--- config.mk ---
export PLATFORM = sky130hd
export DESIGN_NAME = quad_root_iterative
export DESIGN_NICKNAME = d
export VERILOG_FILES = /design/src/verilog/quad_root_pkg.sv /design/src/verilog/fixed_point_cast.sv /design/src/verilog/discriminant_stage.sv /design/src/verilog/sample_fifo.sv /design/src/verilog/iterative_sqrt.sv /design/src/verilog/root_engine.sv /design/src/verilog/quad_root_iterative.sv
export VERILOG_INCLUDE_DIRS = /design/src /design/src/include
export SDC_FILE = /design/constraint.sdc
export NUM_CORES = 1
export LEC_CHECK = 0
export ABC_AREA = 1
export BUFFER_PORTS_ARGS = -buffer_cell sky130_fd_sc_hd__buf_2
export CAP_MARGIN = 0
export CORE_AREA = 2 2 331 333
export DETAILED_ROUTE_END_ITERATION = 10
export DIE_AREA = 0 0 333 335
export GPL_TIMING_DRIVEN = 1
export REMOVE_ABC_BUFFERS = 1
export SKIP_CTS_REPAIR_TIMING = 1
export SLEW_MARGIN = 20
export SYNTH_ARGS = -nofsm -noshare
export SYNTH_HDL_FRONTEND = slang
export SYNTH_SLANG_ARGS = --single-unit
--- constraint.sdc ---
create_clock -name clk -period 17.6 [get_ports clk]
set_input_delay 3.52 -clock clk [delete_from_list [all_inputs] [get_ports clk]]
set_output_delay 3.52 -clock clk [all_outputs]
set_load 0.01 [all_outputs]
--- src/include/quad_root_settings.svh ---
`ifndef QUAD_ROOT_SETTINGS_SVH
`define QUAD_ROOT_SETTINGS_SVH

// input samples b and c, one integer bit plus sign
`define QR_DIN_WIDTH 16
`define QR_DIN_POINT 14

// narrowed domain shared by the FIFO, the square root and the roots
`define QR_SQRT_WIDTH 10
`define QR_SQRT_POINT 8

// FIFO holds 2**QR_FIFO_ADDR entries
`define QR_FIFO_ADDR 3

`define QR_BANDS 4

// one root bit per iteration, two radicand bits consumed each time
`define QR_SQRT_ITER ((`QR_SQRT_WIDTH + `QR_SQRT_POINT) / 2)

`endif

--- src/verilog/quad_root_pkg.sv ---
`include "quad_root_settings.svh"

package quad_root_pkg;

    // raw input sample
    typedef logic signed [`QR_DIN_WIDTH-1:0] din_t;

    // square of b and the full-width discriminant
    typedef logic signed [2*`QR_DIN_WIDTH-1:0] wide_t;

    // narrowed discriminant, narrowed b, square root and roots
    typedef logic signed [`QR_SQRT_WIDTH-1:0] sqrt_t;

    typedef logic [$clog2(`QR_BANDS)-1:0] band_t;

    // square-root controller
    typedef enum logic [1:0] {
        idle,
        run,
        done
    } sqrt_state_t;

endpackage

--- src/verilog/fixed_point_cast.sv ---
module fixed_point_cast #(
    parameter int in_width  = 32,
    parameter int in_point  = 26,
    parameter int out_width = 10,
    parameter int out_point = 8
) (
    input  logic                        clk,
    input  logic                        rst_n,
    input  logic signed [in_width-1:0]  din,
    input  logic                        din_valid,
    output logic signed [out_width-1:0] dout,
    output logic                        dout_valid
);

    localparam int shift = in_point - out_point;
    localparam int keep_width = in_width - shift;

    // output range expressed at the width of the floored value
    localparam logic signed [keep_width-1:0] max_val =
        {{(keep_width - out_width + 1){1'b0}}, {(out_width - 1){1'b1}}};
    localparam logic signed [keep_width-1:0] min_val =
        {{(keep_width - out_width + 1){1'b1}}, {(out_width - 1){1'b0}}};

    logic signed [keep_width-1:0] floored;
    logic signed [out_width-1:0]  clipped;

    // dropping low bits of a two's complement word rounds toward minus infinity
    assign floored = din[in_width-1:shift];

    always_comb begin
        if (floored > max_val) begin
            clipped = max_val[out_width-1:0];
        end else if (floored < min_val) begin
            clipped = min_val[out_width-1:0];
        end else begin
            clipped = floored[out_width-1:0];
        end
    end

    always_ff @(posedge clk) begin
        if (!rst_n) begin
            dout_valid <= 1'b0;
        end else begin
            dout_valid <= din_valid;
        end
    end

    // value holds between strobes
    always_ff @(posedge clk) begin
        if (din_valid) begin
            dout <= clipped;
        end
    end

endmodule

--- src/verilog/discriminant_stage.sv ---
`include "quad_root_settings.svh"

module discriminant_stage (
    input  logic                 clk,
    input  logic                 rst_n,
    input  quad_root_pkg::din_t  b,
    input  quad_root_pkg::din_t  c,
    input  logic                 din_valid,
    input  quad_root_pkg::band_t band_in,
    output quad_root_pkg::sqrt_t disc,
    output quad_root_pkg::sqrt_t b_narrow,
    output quad_root_pkg::band_t band,
    output logic                 disc_valid
);

    // b*b carries 2*point fraction bits, the shift by two makes room for 4c
    localparam int disc_point = 2 * `QR_DIN_POINT - 2;

    logic [3:0]            valid_sr;
    quad_root_pkg::din_t   b_dly [4];
    quad_root_pkg::band_t  band_dly [4];
    quad_root_pkg::din_t   c_r;
    quad_root_pkg::wide_t  prod_s2;
    quad_root_pkg::wide_t  prod_s3;
    quad_root_pkg::wide_t  c4_s2;
    quad_root_pkg::wide_t  c4_s3;
    quad_root_pkg::wide_t  diff;

    // strobe follows the data through stages 1 to 4
    always_ff @(posedge clk) begin
        if (!rst_n) begin
            valid_sr <= '0;
        end else begin
            valid_sr <= {valid_sr[2:0], din_valid};
        end
    end

    always_ff @(posedge clk) begin
        // stage 1, input register
        b_dly[0]    <= b;
        c_r         <= c;
        band_dly[0] <= band_in;

        // stages 2 and 3, squarer pipeline with 4c scaled to the discriminant point
        prod_s2 <= quad_root_pkg::wide_t'(b_dly[0]) * quad_root_pkg::wide_t'(b_dly[0]);
        c4_s2   <= quad_root_pkg::wide_t'(c_r) <<< `QR_DIN_POINT;
        prod_s3 <= prod_s2;
        c4_s3   <= c4_s2;

        // stage 4
        diff <= (prod_s3 >>> 2) - c4_s3;

        for (int i = 1; i < 4; i++) begin
            b_dly[i]    <= b_dly[i-1];
            band_dly[i] <= band_dly[i-1];
        end
    end

    // stage 5, both casts and the band tag leave together
    fixed_point_cast #(
        .in_width  (2 * `QR_DIN_WIDTH),
        .in_point  (disc_point),
        .out_width (`QR_SQRT_WIDTH),
        .out_point (`QR_SQRT_POINT)
    ) disc_cast_inst (
        .clk        (clk),
        .rst_n      (rst_n),
        .din        (diff),
        .din_valid  (valid_sr[3]),
        .dout       (disc),
        .dout_valid (disc_valid)
    );

    fixed_point_cast #(
        .in_width  (`QR_DIN_WIDTH),
        .in_point  (`QR_DIN_POINT),
        .out_width (`QR_SQRT_WIDTH),
        .out_point (`QR_SQRT_POINT)
    ) b_cast_inst (
        .clk        (clk),
        .rst_n      (rst_n),
        .din        (b_dly[3]),
        .din_valid  (valid_sr[3]),
        .dout       (b_narrow),
        .dout_valid ()
    );

    always_ff @(posedge clk) begin
        if (valid_sr[3]) begin
            band <= band_dly[3];
        end
    end

endmodule

--- src/verilog/sample_fifo.sv ---
`include "quad_root_settings.svh"

module sample_fifo (
    input  logic                 clk,
    input  logic                 rst_n,
    input  quad_root_pkg::sqrt_t wdata_disc,
    input  quad_root_pkg::sqrt_t wdata_b,
    input  quad_root_pkg::band_t wdata_band,
    input  logic                 w_valid,
    output logic                 full,
    output logic                 empty,
    input  logic                 pop,
    output quad_root_pkg::sqrt_t rdata_disc,
    output quad_root_pkg::sqrt_t rdata_b,
    output quad_root_pkg::band_t rdata_band,
    output logic                 r_valid
);

    localparam int depth = 1 << `QR_FIFO_ADDR;

    quad_root_pkg::sqrt_t mem_disc [depth];
    quad_root_pkg::sqrt_t mem_b [depth];
    quad_root_pkg::band_t mem_band [depth];

    logic [`QR_FIFO_ADDR-1:0] wr_ptr;
    logic [`QR_FIFO_ADDR-1:0] rd_ptr;
    logic [`QR_FIFO_ADDR:0]   count;
    logic                     wr_en;
    logic                     rd_en;

    assign full  = (count == depth);
    assign empty = (count == 0);

    // a write into a full buffer is lost
    assign wr_en = w_valid & ~full;
    assign rd_en = pop & ~empty;

    always_ff @(posedge clk) begin
        if (!rst_n) begin
            wr_ptr  <= '0;
            rd_ptr  <= '0;
            count   <= '0;
            r_valid <= 1'b0;
        end else begin
            r_valid <= rd_en;
            if (wr_en) begin
                wr_ptr <= wr_ptr + 1'b1;
            end
            if (rd_en) begin
                rd_ptr <= rd_ptr + 1'b1;
            end
            if (wr_en && !rd_en) begin
                count <= count + 1'b1;
            end else if (rd_en && !wr_en) begin
                count <= count - 1'b1;
            end
        end
    end

    always_ff @(posedge clk) begin
        if (wr_en) begin
            mem_disc[wr_ptr] <= wdata_disc;
            mem_b[wr_ptr]    <= wdata_b;
            mem_band[wr_ptr] <= wdata_band;
        end
        if (rd_en) begin
            rdata_disc <= mem_disc[rd_ptr];
            rdata_b    <= mem_b[rd_ptr];
            rdata_band <= mem_band[rd_ptr];
        end
    end

endmodule

--- src/verilog/iterative_sqrt.sv ---
`include "quad_root_settings.svh"

module iterative_sqrt (
    input  logic                 clk,
    input  logic                 rst_n,
    input  logic                 start,
    input  quad_root_pkg::sqrt_t din,
    output logic                 busy,
    output quad_root_pkg::sqrt_t dout,
    output logic                 dout_valid
);

    localparam int iter      = `QR_SQRT_ITER;
    localparam int rad_width = 2 * iter;
    // remainder never exceeds twice the partial root, plus two new bits
    localparam int rem_width = iter + 3;
    localparam int cnt_width = $clog2(iter);

    quad_root_pkg::sqrt_state_t state;

    logic [cnt_width-1:0] count;
    logic [rad_width-1:0] rad;
    logic [rem_width-1:0] rem;
    logic [iter-1:0]      root;
    logic [rem_width-1:0] rem_shift;
    logic [rem_width-1:0] trial;
    logic                 trial_ok;

    // bring down the next two radicand bits and try root*4 + 1
    assign rem_shift = {rem[rem_width-3:0], rad[rad_width-1 -: 2]};
    assign trial     = {{(rem_width - iter - 2){1'b0}}, root, 2'b01};
    assign trial_ok  = (rem_shift >= trial);

    always_ff @(posedge clk) begin
        if (!rst_n) begin
            state <= quad_root_pkg::idle;
            count <= '0;
        end else begin
            case (state)
                quad_root_pkg::idle: begin
                    count <= '0;
                    if (start) begin
                        state <= quad_root_pkg::run;
                    end
                end
                quad_root_pkg::run: begin
                    count <= count + 1'b1;
                    if (count == cnt_width'(iter - 1)) begin
                        state <= quad_root_pkg::done;
                    end
                end
                default: begin
                    state <= quad_root_pkg::idle;
                end
            endcase
        end
    end

    always_ff @(posedge clk) begin
        if (state == quad_root_pkg::idle && start) begin
            // operand is scaled by 2**point so the root keeps the same point
            rad  <= {din, {(`QR_SQRT_POINT){1'b0}}};
            rem  <= '0;
            root <= '0;
        end else if (state == quad_root_pkg::run) begin
            rad <= rad << 2;
            if (trial_ok) begin
                rem  <= rem_shift - trial;
                root <= {root[iter-2:0], 1'b1};
            end else begin
                rem  <= rem_shift;
                root <= {root[iter-2:0], 1'b0};
            end
        end
    end

    assign busy       = (state != quad_root_pkg::idle);
    assign dout_valid = (state == quad_root_pkg::done);
    assign dout       = {{(`QR_SQRT_WIDTH - iter){1'b0}}, root};

endmodule

--- src/verilog/root_engine.sv ---
`include "quad_root_settings.svh"

module root_engine (
    input  logic                 clk,
    input  logic                 rst_n,
    input  logic                 empty,
    output logic                 pop,
    input  logic                 r_valid,
    input  quad_root_pkg::sqrt_t disc,
    input  quad_root_pkg::sqrt_t b_narrow,
    input  quad_root_pkg::band_t band,
    output quad_root_pkg::sqrt_t x1,
    output quad_root_pkg::sqrt_t x2,
    output quad_root_pkg::band_t band_out,
    output logic                 dout_valid,
    output logic                 dout_error
);

    localparam int cnt_width = $clog2(`QR_SQRT_ITER + 1);
    // error path waits as long as the square root would have
    localparam logic [cnt_width-1:0] err_delay = `QR_SQRT_ITER;

    logic                           occupied;
    logic                           sqrt_start;
    logic                           sqrt_busy;
    logic                           sqrt_valid;
    quad_root_pkg::sqrt_t           sqrt_root;
    quad_root_pkg::sqrt_t           b_hold;
    quad_root_pkg::band_t           band_hold;
    logic                           err_run;
    logic [cnt_width-1:0]           err_cnt;
    logic                           err_finish;
    logic signed [`QR_SQRT_WIDTH:0] neg_b;
    logic signed [`QR_SQRT_WIDTH:0] root_ext;
    logic signed [`QR_SQRT_WIDTH:0] sum_plus;
    logic signed [`QR_SQRT_WIDTH:0] sum_minus;

    // one entry in flight at a time
    assign pop        = ~occupied & ~sqrt_busy & ~empty;
    assign sqrt_start = r_valid & ~disc[`QR_SQRT_WIDTH-1];
    assign err_finish = err_run & (err_cnt == '0);

    iterative_sqrt iterative_sqrt_inst (
        .clk        (clk),
        .rst_n      (rst_n),
        .start      (sqrt_start),
        .din        (disc),
        .busy       (sqrt_busy),
        .dout       (sqrt_root),
        .dout_valid (sqrt_valid)
    );

    always_ff @(posedge clk) begin
        if (!rst_n) begin
            occupied   <= 1'b0;
            err_run    <= 1'b0;
            err_cnt    <= '0;
            dout_valid <= 1'b0;
            dout_error <= 1'b0;
        end else begin
            dout_valid <= sqrt_valid;
            dout_error <= err_finish;
            if (sqrt_valid || err_finish) begin
                occupied <= 1'b0;
            end else if (pop) begin
                occupied <= 1'b1;
            end
            if (r_valid && disc[`QR_SQRT_WIDTH-1]) begin
                err_run <= 1'b1;
                err_cnt <= err_delay;
            end else if (err_finish) begin
                err_run <= 1'b0;
            end else if (err_run) begin
                err_cnt <= err_cnt - 1'b1;
            end
        end
    end

    // widen by one bit so -b +/- s cannot overflow before the halving
    assign neg_b     = -$signed({b_hold[`QR_SQRT_WIDTH-1], b_hold});
    assign root_ext  = {1'b0, sqrt_root};
    assign sum_plus  = neg_b + root_ext;
    assign sum_minus = neg_b - root_ext;

    always_ff @(posedge clk) begin
        if (r_valid) begin
            b_hold    <= b_narrow;
            band_hold <= band;
        end
        // dropping bit 0 halves with floor rounding
        if (sqrt_valid) begin
            x1 <= sum_plus[`QR_SQRT_WIDTH:1];
            x2 <= sum_minus[`QR_SQRT_WIDTH:1];
        end
        if (sqrt_valid || err_finish) begin
            band_out <= band_hold;
        end
    end

endmodule

--- src/verilog/quad_root_iterative.sv ---
module quad_root_iterative (
    input  logic                 clk,
    input  logic                 rst_n,
    input  quad_root_pkg::din_t  b,
    input  quad_root_pkg::din_t  c,
    input  logic                 din_valid,
    input  quad_root_pkg::band_t band_in,
    output logic                 fifo_full,
    output quad_root_pkg::sqrt_t x1,
    output quad_root_pkg::sqrt_t x2,
    output logic                 dout_valid,
    output logic                 dout_error,
    output quad_root_pkg::band_t band_out
);

    quad_root_pkg::sqrt_t disc;
    quad_root_pkg::sqrt_t b_narrow;
    quad_root_pkg::band_t disc_band;
    logic                 disc_valid;

    logic                 fifo_empty;
    logic                 fifo_pop;
    quad_root_pkg::sqrt_t fifo_disc;
    quad_root_pkg::sqrt_t fifo_b;
    quad_root_pkg::band_t fifo_band;
    logic                 fifo_r_valid;

    // fixed 5 cycle front end
    discriminant_stage discriminant_stage_inst (
        .clk        (clk),
        .rst_n      (rst_n),
        .b          (b),
        .c          (c),
        .din_valid  (din_valid),
        .band_in    (band_in),
        .disc       (disc),
        .b_narrow   (b_narrow),
        .band       (disc_band),
        .disc_valid (disc_valid)
    );

    // absorbs samples while the square root is busy
    sample_fifo sample_fifo_inst (
        .clk        (clk),
        .rst_n      (rst_n),
        .wdata_disc (disc),
        .wdata_b    (b_narrow),
        .wdata_band (disc_band),
        .w_valid    (disc_valid),
        .full       (fifo_full),
        .empty      (fifo_empty),
        .pop        (fifo_pop),
        .rdata_disc (fifo_disc),
        .rdata_b    (fifo_b),
        .rdata_band (fifo_band),
        .r_valid    (fifo_r_valid)
    );

    root_engine root_engine_inst (
        .clk        (clk),
        .rst_n      (rst_n),
        .empty      (fifo_empty),
        .pop        (fifo_pop),
        .r_valid    (fifo_r_valid),
        .disc       (fifo_disc),
        .b_narrow   (fifo_b),
        .band       (fifo_band),
        .x1         (x1),
        .x2         (x2),
        .band_out   (band_out),
        .dout_valid (dout_valid),
        .dout_error (dout_error)
    );

endmodule

==> impl_metrics.toml <==
[status]
outcome = "completed"

[global_route]
grt_overflow = 0
grt_pass1_wl_mm = 93.79
antenna_found_initial = 0
grt_max_degree = 89
grt_pass1_vias = 18390
grt_usage = 0.1040

[layout]
area_delta_synth_final_pct = 13.04
layout.nets = 3225
design_area_sq_mm = 0.03027
num_antenna_cells = 0
final_cell_mix = "inv_1, nand2_1, edfxtp_1"
drive_gt1_frac = 0.07068
final_common_cell = "inv_1"

[run]
drv_cap = 0

[placement]
io_buffer_count = 61
dpl_cell_area_sq_mm = 0.02863
gp_congestion = 0.8847
hpwl_mm = 39.87

[critical_path]
path_class = "reg -> reg"
startpoint_type = "flip-flop"
crit_required_ps = 18150
cp_data_arrival_time_ps = 7160
cp-end-kind = "flip-flop"
cp_max_fo = 24

[floorplan]
die_x_um = 333
num_rows = 121
die_area_sq_mm = 0.1116
die_h_um = 335
io_pins = 62
core_sq_mm = 0.1081
initial_core_util = 0.2477

[clock_tree]
clock_path_buffers = 3
cts_buffers = 48
path_clk_slew_ps = 60
cts-htree-levels = 2
cts_tree = "built"
clock_sinks = 460
clock_latency_ps = 600
cts_root_buf = "clkbuf_16"

[logic_synthesis]
ys_warn_count = 0
synthCells = 2770
ys_seq_area_frac = 0.4426
synth_seq_cells = 460
synth_flop_cell = "edfxtp_1"
ys_async_sr_fraction = 0
synth.distinct_cells = 49
avgSynthCellArea_sq_um = 9.668
netlist_area_sq_mm = 0.02678
synth_edf_count = 264

[drt]
first_iter_violations = 821
first_pass_iters = 7
wl_per_cell_um = 13.26
detail_route.drc_violations = 0
vias_per_cell = 4.125
wirelength_mm = 56.47
antenna_left = 0
vias = 17570

[sta]
maxSlewViolCount = 0
skew_ps = 20.73
fin_crit_ps = 6610
rsz0062_at_grt = "false"
slew_headroom = 0.3257
report.final.hold_viol_count = 0
tns_ps = 0
setup_viol = 0
period_share = 0.3756
max_freq_mhz = 151.3
tightest_slew_ps = 1010
holdWs_ps = 312.7

[min_path]
min_path_type = "reg -> reg"
[flip-flops by register name, summed over array words and instances (netlist names), 8 cells and up]
name                                         flops
discriminant_stage_inst.b_cast_inst.dout        10
discriminant_stage_inst.b_dly                   46
discriminant_stage_inst.band_dly                 8
discriminant_stage_inst.c4_s2                   16
discriminant_stage_inst.c4_s3                   16
discriminant_stage_inst.c_r                     16
discriminant_stage_inst.diff                    13
discriminant_stage_inst.disc_cast_inst.dout     10
discriminant_stage_inst.prod_s2                 16
discriminant_stage_inst.prod_s3                 16
root_engine_inst.b_hold                         10
root_engine_inst.iterative_sqrt_inst.rad        10
root_engine_inst.iterative_sqrt_inst.rem        10
root_engine_inst.iterative_sqrt_inst.root        9
root_engine_inst.x1                             10
root_engine_inst.x2                             10
sample_fifo_inst.mem_b                          80
sample_fifo_inst.mem_band                       16
sample_fifo_inst.mem_disc                       80
sample_fifo_inst.rdata_b                        10
sample_fifo_inst.rdata_disc                     10
[per-stage QoR]
step           setup slack, ps    util  std cells
2_1_floorplan            12030       -       2685
3_3_place_gp             11050  0.2649       4170
3_5_place_dp             10990  0.2649       4170
4_1_cts                  10960  0.2800       4258
5_1_grt                  10540  0.2800       4258
6_report                 10990  0.2800       4258
[cells in the mapped netlist (2+ instances only)]
library cell,n,area share
nand4_1,24,0.0056
or2_2,4,0.00093
clkinv_1,2,0.00028
xor2_1,45,0.015
nor2_1,262,0.037
a31oi_1,24,0.0056
nand2_1,500,0.070
nand3_2,6,0.0022
o21ai_0,125,0.023
o21ai_1,5,0.00093
a21oi_2,2,0.00065
nand3_1,66,0.012
o31ai_1,3,0.00084
inv_2,6,0.00084
clkbuf_1,60,0.0084
nor4_1,5,0.0012
o21ai_2,6,0.0020
nor3_1,18,0.0034
dfxtp_1,196,0.15
a21o_1,2,0.00056
xnor2_1,8,0.0026
nand3b_1,2,0.00056
o22ai_1,30,0.0070
fa_1,236,0.18
a21oi_1,82,0.015
buf_4,3,0.00084
ha_1,146,0.068
nor2_2,6,0.0014
buf_1,7,0.00098
edfxtp_1,264,0.30
inv_1,583,0.082
buf_2,13,0.0024
a31o_2,4,0.0013
o21bai_1,10,0.0028
[logic make-up (layout without fill, tap and decap cells)]
| logic type | after synthesis | after routing | share of synthesized area |
|---|---|---|---|
| adders and majority gates | 382 | 382 | 0.2446 |
| and+or+nand+nor | 902 | 902 | 0.1376 |
| xor gates and xnor gates | 53 | 53 | 0.01733 |
| DFF | 460 | 460 | 0.4426 |
| AOI/OAI and AO/OA | 297 | 297 | 0.06163 |
| buffers and inverters | 676 | 750 | 0.09625 |
[worst paths after layout]
kind                                        start                             endpoint  slack (ps)  cells past startpoint
min reg2reg   discriminant_stage_inst.b_dly[2][9]  discriminant_stage_inst.b_dly[3][9]         310                      0
min           discriminant_stage_inst.b_dly[2][9]  discriminant_stage_inst.b_dly[3][9]         310                      0
max reg2reg  discriminant_stage_inst.b_dly[0][15]  discriminant_stage_inst.prod_s2[22]       10990                     21
max          discriminant_stage_inst.b_dly[0][15]  discriminant_stage_inst.prod_s2[22]       10990                     21
[critical path, cell delays in order, from the launching register on]
cell	delay, ps
dfxtp_1	950
clkinv_1	580
nor2_1	320
xnor2_1	120
ha_1	190
a31o_2	220
fa_1	480
fa_1	510
fa_1	530
fa_1	550
inv_1	60
fa_1	530
inv_1	40
ha_1	340
nand2_1	130
nor2_1	190
inv_1	90
nor2_1	300
nand3_1	130
nand3b_1	140
nand2_1	70
nand2_1	60
[layer usage]
metal / wire (um) / vias up / part of all wire / global-route usage
met2: 27600 / 346 / 0.49 / 0.1857
met4: 1436 / 0 / 0.025 / 0.03013
met1: 25050 / 8398 / 0.44 / 0.1279
met5: 0 / - / 0 / 0
met3: 2377 / 101 / 0.042 / 0.01798
li1: - / 8720 / - / -
[area by class of cell]
| type | instances | area, sq um |
|---|---|---|
| clock inverters | 26 | 250.2 |
| clock buffers | 62 | 1390 |
| fillers | 11430 | 77820 |
| multi-input cells | 1634 | 12410 |
| well taps | 1414 | 1769 |
| repair buffers | 71 | 380.4 |
| inverters | 591 | 2218 |
| flip-flops and latches | 460 | 11850 |
Power is not shown: default switching activity piles up to over one toggle a cycle in this logic, so the estimate is an artifact.
